$ cat src/design/ir_type_pkg.sv
package ir_type_pkg;

    // Predecoded instruction kind, produced ahead of the predictor by the
    // fetch stage predecoder and again by execute when the instruction resolves
    typedef enum logic [3:0] {
        // Not a control transfer
        ir_other  = 4'd0,
        // Conditional branch (BEQ, BNE, BLT...)
        ir_branch = 4'd1,
        // Direct jump, no link
        ir_jal    = 4'd2,
        // Indirect jump, no link
        ir_jalr   = 4'd3,
        // JAL or JALR writing ra, pushes the return address
        ir_call   = 4'd4,
        // JALR through ra without link, pops the return address
        ir_ret    = 4'd5
    } ir_type_e;

endpackage

$ cat src/design/predictor_pkg.sv
package predictor_pkg;

    // 2-bit saturating direction state of one table entry
    // The upper bit alone tells the predicted direction
    typedef enum logic [1:0] {
        strong_dont_take = 2'b00,
        weak_dont_take   = 2'b01,
        weak_take        = 2'b10,
        strong_take      = 2'b11
    } pred_state_e;

    // Jump target table geometry
    localparam int TABLE_SIZE = 32;
    // Index is taken from pc[INDEX_BITS+1:2]
    localparam int INDEX_BITS = 5;

    // Return address stack geometry
    localparam int RAS_DEPTH    = 8;
    localparam int RAS_PTR_BITS = 3;

    // State of every table entry coming out of reset
    localparam pred_state_e RESET_STATE = weak_dont_take;

endpackage

$ cat src/design/branch_predict_unit.sv
`timescale 1ns/1ps

// Branch prediction unit for the fetch stage
// Jump target table and return stack look up in parallel from the
// fetch PC, and the selector folds in the execute redirect
module branch_predict_unit (
    input  logic                  clk,
    input  logic                  reset,
    // Fetch stage
    input  logic                  if_valid,
    input  logic [31:0]           pc_if,
    input  logic [31:0]           pc4_if,
    input  ir_type_pkg::ir_type_e ir_type_if,
    // Execute stage
    input  logic                  ex_valid,
    input  logic [31:0]           pc_ex,
    input  ir_type_pkg::ir_type_e ir_type_ex,
    input  logic                  resolved_taken,
    input  logic [31:0]           jump_addr_ex,
    input  logic                  is_prediction_wrong,
    // Back to fetch
    output logic [31:0]           next_pc,
    output logic                  predict_taken
);

    logic        table_hit;
    logic [31:0] table_target;
    logic        ras_valid;
    logic [31:0] ras_target;

    jump_target_table u_jump_target_table (
        .clk            (clk),
        .reset          (reset),
        .pc_if          (pc_if),
        .ir_type_if     (ir_type_if),
        .ex_valid       (ex_valid),
        .pc_ex          (pc_ex),
        .ir_type_ex     (ir_type_ex),
        .resolved_taken (resolved_taken),
        .jump_addr_ex   (jump_addr_ex),
        .table_hit      (table_hit),
        .table_target   (table_target)
    );

    return_address_stack u_return_address_stack (
        .clk        (clk),
        .reset      (reset),
        .if_valid   (if_valid),
        .ir_type_if (ir_type_if),
        .pc4_if     (pc4_if),
        .ras_valid  (ras_valid),
        .ras_target (ras_target)
    );

    next_pc_select u_next_pc_select (
        .ir_type_if          (ir_type_if),
        .pc4_if              (pc4_if),
        .ex_valid            (ex_valid),
        .is_prediction_wrong (is_prediction_wrong),
        .resolved_taken      (resolved_taken),
        .jump_addr_ex        (jump_addr_ex),
        .pc_ex               (pc_ex),
        .ras_valid           (ras_valid),
        .ras_target          (ras_target),
        .table_hit           (table_hit),
        .table_target        (table_target),
        .next_pc             (next_pc),
        .predict_taken       (predict_taken)
    );

endmodule

$ cat src/design/jump_target_table.sv
`timescale 1ns/1ps

// Direct-mapped jump target table
// One 2-bit direction state and one target per entry.
// Lookup is combinational at the fetch PC, training lands at the clock edge
// at the execute PC, so a same-cycle lookup of that entry sees the old value
module jump_target_table (
    input  logic                  clk,
    input  logic                  reset,
    // Fetch side lookup
    input  logic [31:0]           pc_if,
    input  ir_type_pkg::ir_type_e ir_type_if,
    // Execute side training
    input  logic                  ex_valid,
    input  logic [31:0]           pc_ex,
    input  ir_type_pkg::ir_type_e ir_type_ex,
    input  logic                  resolved_taken,
    input  logic [31:0]           jump_addr_ex,
    // To the next PC selector
    output logic                  table_hit,
    output logic [31:0]           table_target
);

    predictor_pkg::pred_state_e state_mem [predictor_pkg::TABLE_SIZE];
    logic [31:0]                target_mem [predictor_pkg::TABLE_SIZE];

    logic [predictor_pkg::INDEX_BITS-1:0] fetch_index;
    logic [predictor_pkg::INDEX_BITS-1:0] update_index;
    predictor_pkg::pred_state_e           fetch_state;
    predictor_pkg::pred_state_e           update_state;
    logic                                 fetch_is_ctrl;
    logic                                 update_en;

    // Word-aligned PC bits above the byte offset select the entry
    function automatic logic [predictor_pkg::INDEX_BITS-1:0] entry_index(
        input logic [31:0] pc
    );
        return pc[predictor_pkg::INDEX_BITS+1:2];
    endfunction

    // One saturating step toward the resolved direction
    function automatic predictor_pkg::pred_state_e step_state(
        input predictor_pkg::pred_state_e cur,
        input logic                       taken
    );
        predictor_pkg::pred_state_e nxt;
        if (taken) begin
            case (cur)
                predictor_pkg::strong_dont_take: nxt = predictor_pkg::weak_dont_take;
                predictor_pkg::weak_dont_take:   nxt = predictor_pkg::weak_take;
                default:                         nxt = predictor_pkg::strong_take;
            endcase
        end else begin
            case (cur)
                predictor_pkg::strong_take: nxt = predictor_pkg::weak_take;
                predictor_pkg::weak_take:   nxt = predictor_pkg::weak_dont_take;
                default:                    nxt = predictor_pkg::strong_dont_take;
            endcase
        end
        return nxt;
    endfunction

    // Lookup
    assign fetch_index   = entry_index(pc_if);
    assign fetch_state   = state_mem[fetch_index];
    assign fetch_is_ctrl = (ir_type_if != ir_type_pkg::ir_other);

    // Only a control instruction leaning taken counts as a hit
    assign table_hit    = fetch_is_ctrl &&
                          ((fetch_state == predictor_pkg::weak_take) ||
                           (fetch_state == predictor_pkg::strong_take));
    assign table_target = target_mem[fetch_index];

    // Training from execute
    assign update_index = entry_index(pc_ex);
    assign update_state = step_state(state_mem[update_index], resolved_taken);
    assign update_en    = ex_valid && (ir_type_ex != ir_type_pkg::ir_other);

    always_ff @(posedge clk) begin
        if (reset) begin
            for (int i = 0; i < predictor_pkg::TABLE_SIZE; i++) begin
                state_mem[i] <= predictor_pkg::RESET_STATE;
            end
        end else if (update_en) begin
            state_mem[update_index] <= update_state;
        end
    end

    // Target only changes on a taken resolution, so a not-taken branch
    // keeps the last known destination for when it flips back
    always_ff @(posedge clk) begin
        if (update_en && resolved_taken) begin
            target_mem[update_index] <= jump_addr_ex;
        end
    end

    // States read at fetch and written from execute stay within the encoding
    a_state_legal: assert property (@(posedge clk) disable iff (reset)
        (fetch_state inside {predictor_pkg::strong_dont_take,
                             predictor_pkg::weak_dont_take,
                             predictor_pkg::weak_take,
                             predictor_pkg::strong_take}) &&
        (!update_en || (update_state inside {predictor_pkg::strong_dont_take,
                                             predictor_pkg::weak_dont_take,
                                             predictor_pkg::weak_take,
                                             predictor_pkg::strong_take})))
        else $error("jump_target_table: illegal predictor state");

endmodule

$ cat src/design/next_pc_select.sv
`timescale 1ns/1ps

// Next fetch PC selection
// Priority: execute redirect, then return stack, then jump table,
// then sequential fall-through
module next_pc_select (
    input  ir_type_pkg::ir_type_e ir_type_if,
    input  logic [31:0]           pc4_if,
    // Execute stage resolution
    input  logic                  ex_valid,
    input  logic                  is_prediction_wrong,
    input  logic                  resolved_taken,
    input  logic [31:0]           jump_addr_ex,
    input  logic [31:0]           pc_ex,
    // Predictor results
    input  logic                  ras_valid,
    input  logic [31:0]           ras_target,
    input  logic                  table_hit,
    input  logic [31:0]           table_target,
    output logic [31:0]           next_pc,
    output logic                  predict_taken
);

    logic        redirect;
    logic        ras_pick;
    logic [31:0] correct_pc;

    assign redirect = ex_valid && is_prediction_wrong;

    // Where execute says the mispredicted instruction really goes
    assign correct_pc = resolved_taken ? jump_addr_ex : (pc_ex + 32'd4);

    assign ras_pick = (ir_type_if == ir_type_pkg::ir_ret) && ras_valid;

    always_comb begin
        if (redirect) begin
            // Not a prediction, just the correction
            next_pc       = correct_pc;
            predict_taken = 1'b0;
        end else if (ras_pick) begin
            next_pc       = ras_target;
            predict_taken = 1'b1;
        end else if (table_hit) begin
            next_pc       = table_target;
            predict_taken = 1'b1;
        end else begin
            next_pc       = pc4_if;
            predict_taken = 1'b0;
        end
    end

endmodule

$ cat src/design/return_address_stack.sv
`timescale 1ns/1ps

// Return address stack
// Circular buffer indexed by a top pointer, with a separate occupancy count.
// Calls push the fall-through PC and returns pop it, both only while the
// fetch slot is valid. Overflow silently drops the oldest return address
module return_address_stack (
    input  logic                  clk,
    input  logic                  reset,
    input  logic                  if_valid,
    input  ir_type_pkg::ir_type_e ir_type_if,
    input  logic [31:0]           pc4_if,
    output logic                  ras_valid,
    output logic [31:0]           ras_target
);

    logic [31:0] stack_mem [predictor_pkg::RAS_DEPTH];

    logic [predictor_pkg::RAS_PTR_BITS-1:0] top;
    logic [predictor_pkg::RAS_PTR_BITS-1:0] push_slot;
    logic [predictor_pkg::RAS_PTR_BITS:0]   count;
    logic                                   push;
    logic                                   pop;
    logic                                   full;

    assign push      = if_valid && (ir_type_if == ir_type_pkg::ir_call);
    // A return on an empty stack leaves everything alone
    assign pop       = if_valid && (ir_type_if == ir_type_pkg::ir_ret) && (count != '0);
    assign full      = (count == (predictor_pkg::RAS_PTR_BITS+1)'(predictor_pkg::RAS_DEPTH));
    assign push_slot = top + 1'b1;

    assign ras_valid  = (count != '0);
    assign ras_target = stack_mem[top];

    // Pointer and count
    always_ff @(posedge clk) begin
        if (reset) begin
            top   <= '0;
            count <= '0;
        end else if (push) begin
            top <= push_slot;
            // Wrapping onto the oldest slot keeps the count pinned at depth
            if (!full) begin
                count <= count + 1'b1;
            end
        end else if (pop) begin
            top   <= top - 1'b1;
            count <= count - 1'b1;
        end
    end

    // Return address storage
    always_ff @(posedge clk) begin
        if (push) begin
            stack_mem[push_slot] <= pc4_if;
        end
    end

    a_count_bound: assert property (@(posedge clk) disable iff (reset)
        count <= (predictor_pkg::RAS_PTR_BITS+1)'(predictor_pkg::RAS_DEPTH))
        else $error("return_address_stack: count above depth");

endmodule

$ cat config.mk
export PLATFORM = sky130hd
export DESIGN_NAME = branch_predict_unit
export DESIGN_NICKNAME = d
export VERILOG_FILES = /design/src/design/ir_type_pkg.sv /design/src/design/predictor_pkg.sv /design/src/design/branch_predict_unit.sv /design/src/design/jump_target_table.sv /design/src/design/next_pc_select.sv /design/src/design/return_address_stack.sv
export SDC_FILE = /design/constraint.sdc
export NUM_CORES = 1
export LEC_CHECK = 0
export ABC_CLOCK_PERIOD_IN_PS = 6300
export BUFFER_PORTS_ARGS = -buffer_cell sky130_fd_sc_hd__buf_4
export CORE_MARGIN = 5
export CORE_UTILIZATION = 30
export DETAILED_ROUTE_END_ITERATION = 10
export GPL_ROUTABILITY_DRIVEN = 0
export PLACE_DENSITY_LB_ADDON = 0.05
export SYNTH_ARGS = -nofsm -noshare
export SYNTH_HDL_FRONTEND = slang
export SYNTH_SLANG_ARGS = --single-unit
export TNS_END_PERCENT = 1
$ cat constraint.sdc
create_clock -name clk -period 6.3 [get_ports clk]
set_input_delay 1.26 -clock clk [delete_from_list [all_inputs] [get_ports clk]]
set_output_delay 1.26 -clock clk [all_outputs]
set_load 0.01 [all_outputs]
==> metrics <==
status=finished, final reports clean; worst-path fanout max=25; setup bufs post-CTS=0; met2 usage=29.6%; top_reg_cell synth=edfxtp_1; CTS tree=done; classification of the worst setup path=in -> out; Warnings, synthesis=0; GRT Util Overall=17.7%; Setup violations, final=0; Post-synth EDFFs=1344; synth top area cells=edfxtp_1 (74%), mux4_2 (13%), mux2i_1 (3.1%); core area=181000 sq um; unique cell type count in the Yosys netlist=66; largest net degree at the start of global routing=71; vias in the first global route=29500; Worst-path clk slew=50 ps; area occupied by registers=40600 sq um; die height=436 um; Slew @ Worst Pin=1160 ps; clk_lat worst skew=770 ps; Slew Viols, Final=0; DRT antenna net count=0; Resized cells post-CTS=0; met1 usage=24.4%; Hold Buf Count CTS=0; post-synth top area share=74.1%; worst vdd ir=0.256 mV; die area=190000 sq um; Post-Layout Inst Area=64100 sq um; Num CTS Buffers=155; max_cap viols=0; Tot Pwr=0.0200 W; die span in x=436 um; worst r2r dst=u_jump_target_table.state_mem[8][1]$_SDFFCE_PN0P_; Tmin final=5760 ps; met3 Usage GRT=2.67%; dpl hpwl=104000 um; cell area after synthesis=54500 sq um; # DRC=0; Clock Tree Root=clkbuf_16; Critical Path AT=4500 ps; gate count of the mapped netlist=2722; FF-to-FF setup slack=3360 ps; Slowest cell on crit path=o311ai_4; Critical Path End=next_pc[3]; Layout area overhead=17.8%; max incr delay on CP=780 ps; Final #Nets=3132; IO Pins=175; Fin Hold WS=571 ps; Mapped Avg Cell Area=20.0 sq um; Multi-input gate area=13400 sq um; Area after DPL=59200 sq um; Worst Path Buf+Inv=4; htree depth=4; Yosys top cell by area=edfxtp_1; final WL=171000 um; Initial DRC Count=2458; setup TNS=0 ps; Final Cycle Share=91.5%; Vias=28300; layout cells sized above 1=28.2%; R2R depth=7; GRT overflow=0; Crit path max-delay family=compound AO/OA/AOI/OAI gates; leakage=20.1 nW; Mapped Nets=2873; slew margin rel.=21.9%; post-synthesis sequential area ratio=74.5%; fmax=0.174 GHz; unrepaired setup endpoints after global routing=no; layer carrying the most global-route usage=met2; initial antenna violation count=17; Seq cells post-synth=1354; CP startpoint=pc_if[2]; Routed WL per cell=31.1 um; I/O Buffers=147; kind of start point of the critical path=input port; Worst Hold Class=reg -> reg; final hold viol count=0; required time of the worst setup path=5040 ps; clk sink count=1354; Pre-Repair DR Iteration Count=5; clock skew=12.5 ps; clk buf depth=3; Initial Util=30.1%; crit-path cells=buf_8 -> inv_1 -> buf_4 -> or3_1 -> and4_1 -> o311ai_4 -> nor2_1 -> a221oi_1 -> buf_4; first-pass GRT wire length=236000 um; stages on the worst setup path=9; Filler Cells Inserted=16800; CP most frequent cell=buf_4; # rows=156; worst r2r src=u_jump_target_table.state_mem[23][1]$_SDFFCE_PN0P_; Via density=5.17; PD cells=312 nW/um^2; crit path capture type=primary output; ys async rst share=0%
==> sequential cells by signal, summed over array words and instances, names as in the netlist, named ones only <==
name,cells
u_return_address_stack.top,3
u_jump_target_table.target_mem,1024
u_return_address_stack.stack_mem,256
u_return_address_stack.count,4
u_jump_target_table.state_mem,64
==> how the worst min path moves through the flow <==
stage | slack (ps) | start | to | cells after the start
after floorplan | 480 | u_return_address_stack.count[3]$_SDFFE_PP0P_ | u_return_address_stack.count[3]$_SDFFE_PP0P_ | 2
after global placement | 530 | u_return_address_stack.count[2]$_SDFFE_PP0P_ | u_return_address_stack.count[2]$_SDFFE_PP0P_ | 2
after detailed placement | 550 | u_return_address_stack.count[2]$_SDFFE_PP0P_ | u_return_address_stack.count[2]$_SDFFE_PP0P_ | 2
after CTS | 560 | u_return_address_stack.count[2]$_SDFFE_PP0P_ | u_return_address_stack.count[2]$_SDFFE_PP0P_ | 2
after global routing | 620 | u_return_address_stack.top[1]$_SDFFE_PP0N_ | register | 2
final | 570 | u_return_address_stack.count[2]$_SDFFE_PP0P_ | u_return_address_stack.count[2]$_SDFFE_PP0P_ | 2
==> where the power goes <==
part	switching, W	leakage (nW)	internal (W)
Sequential	0.0000220	12.2	0.00996
Combinational	0.000771	5.50	0.000446
Clock	0.00360	2.41	0.00519
==> through the flow <==
stage / cells / util [%] / setup WS [ps]
6_report: 5479 / 35.5 / 538
5_1_grt: 5477 / 35.5 / 338
4_1_cts: 5476 / 35.5 / 477
3_5_place_dp: 5194 / 32.7 / 483
3_3_place_gp: 5193 / 32.7 / -27.9
2_1_floorplan: 2722 / - / 701
==> cell families after synthesis <==
group | count (synthesis) | synth area share, %
flip-flops | 1354 | 74.5
multiplexers | 505 | 16.5
AND/OR/NAND/NOR | 405 | 3.65
AO/OA/AOI/OAI | 240 | 3.19
buffers and inverters | 180 | 1.48
XOR/XNOR | 27 | 0.434
adder cells (fa/ha/maj) | 11 | 0.260
==> placed cells by master, fill, tap and decap left out, types with 13 or more instances in the layout <==
| cell | n |
|---|---|
| a21oi_1 | 19 |
| o21ai_0 | 30 |
| buf_4 | 255 |
| nand2b_1 | 13 |
| nor2_1 | 62 |
| nor3_1 | 50 |
| mux2_2 | 22 |
| bufinv_16 | 14 |
| xor2_1 | 13 |
| edfxtp_1 | 1344 |
| a221oi_1 | 15 |
| mux2i_1 | 171 |
| nand2_1 | 77 |
| nand4_1 | 33 |
| nor2_4 | 32 |
| mux4_2 | 312 |
| a22oi_1 | 71 |
| o21bai_1 | 19 |
| nand3_1 | 65 |
| or2_2 | 14 |
| clkinv_1 | 30 |
| o211ai_1 | 27 |
| clkbuf_16 | 158 |
| xnor2_1 | 14 |
| clkinv_2 | 23 |
| clkbuf_1 | 43 |
==> layer usage <==
layer  vias to the layer above  share of wire [%]
li1                      11900                  -
met1                     15500                 45
met2                       706                 49
met3                       182                3.9
met4                         2                1.8
met5                         -             0.0076
==> cell type report <==
cell class                 count  area share [%]
multi-input combinational   1188            20.9
clock inverter                81            1.32
clock buffer                 201            6.42
antenna                        3          0.0117
sequential                  1354            63.3
tap                         2370            4.62
inverter                      12          0.0702
timing repair buffer         270            3.40
==> synthesized netlist by cell type (8+ instances only) <==
| cell | number |
|---|---|
| dfxtp_1 | 10 |
| o21bai_1 | 19 |
| a21oi_1 | 19 |
| mux2i_1 | 171 |
| o211ai_1 | 27 |
| clkbuf_1 | 73 |
| nor2b_1 | 10 |
| nand4_1 | 33 |
| nand2_1 | 77 |
| o21ai_0 | 30 |
| a22o_1 | 10 |
| buf_2 | 67 |
| or2_2 | 14 |
| inv_1 | 11 |
| mux2_2 | 22 |
| nor4_1 | 8 |
| buf_1 | 20 |
| a221oi_1 | 15 |
| nor2_1 | 95 |
| nor3_1 | 55 |
| a22oi_1 | 71 |
| nand3_1 | 65 |
| and3_1 | 8 |
| nand2b_1 | 13 |
| ha_1 | 8 |
| xor2_1 | 13 |
| mux4_2 | 312 |
| edfxtp_1 | 1344 |
| xnor2_1 | 14 |
==> worst register-to-register path, cell delays in order (launching register included) <==
cell,delay [ps]
edfxtp_1,370
mux4_2,500
a32o_1,300
a221oi_1,230
and3_1,230
maj3_1,550
buf_4,380
nor3_1,90
No activity file was read; power rests on OpenSTA's default activity.
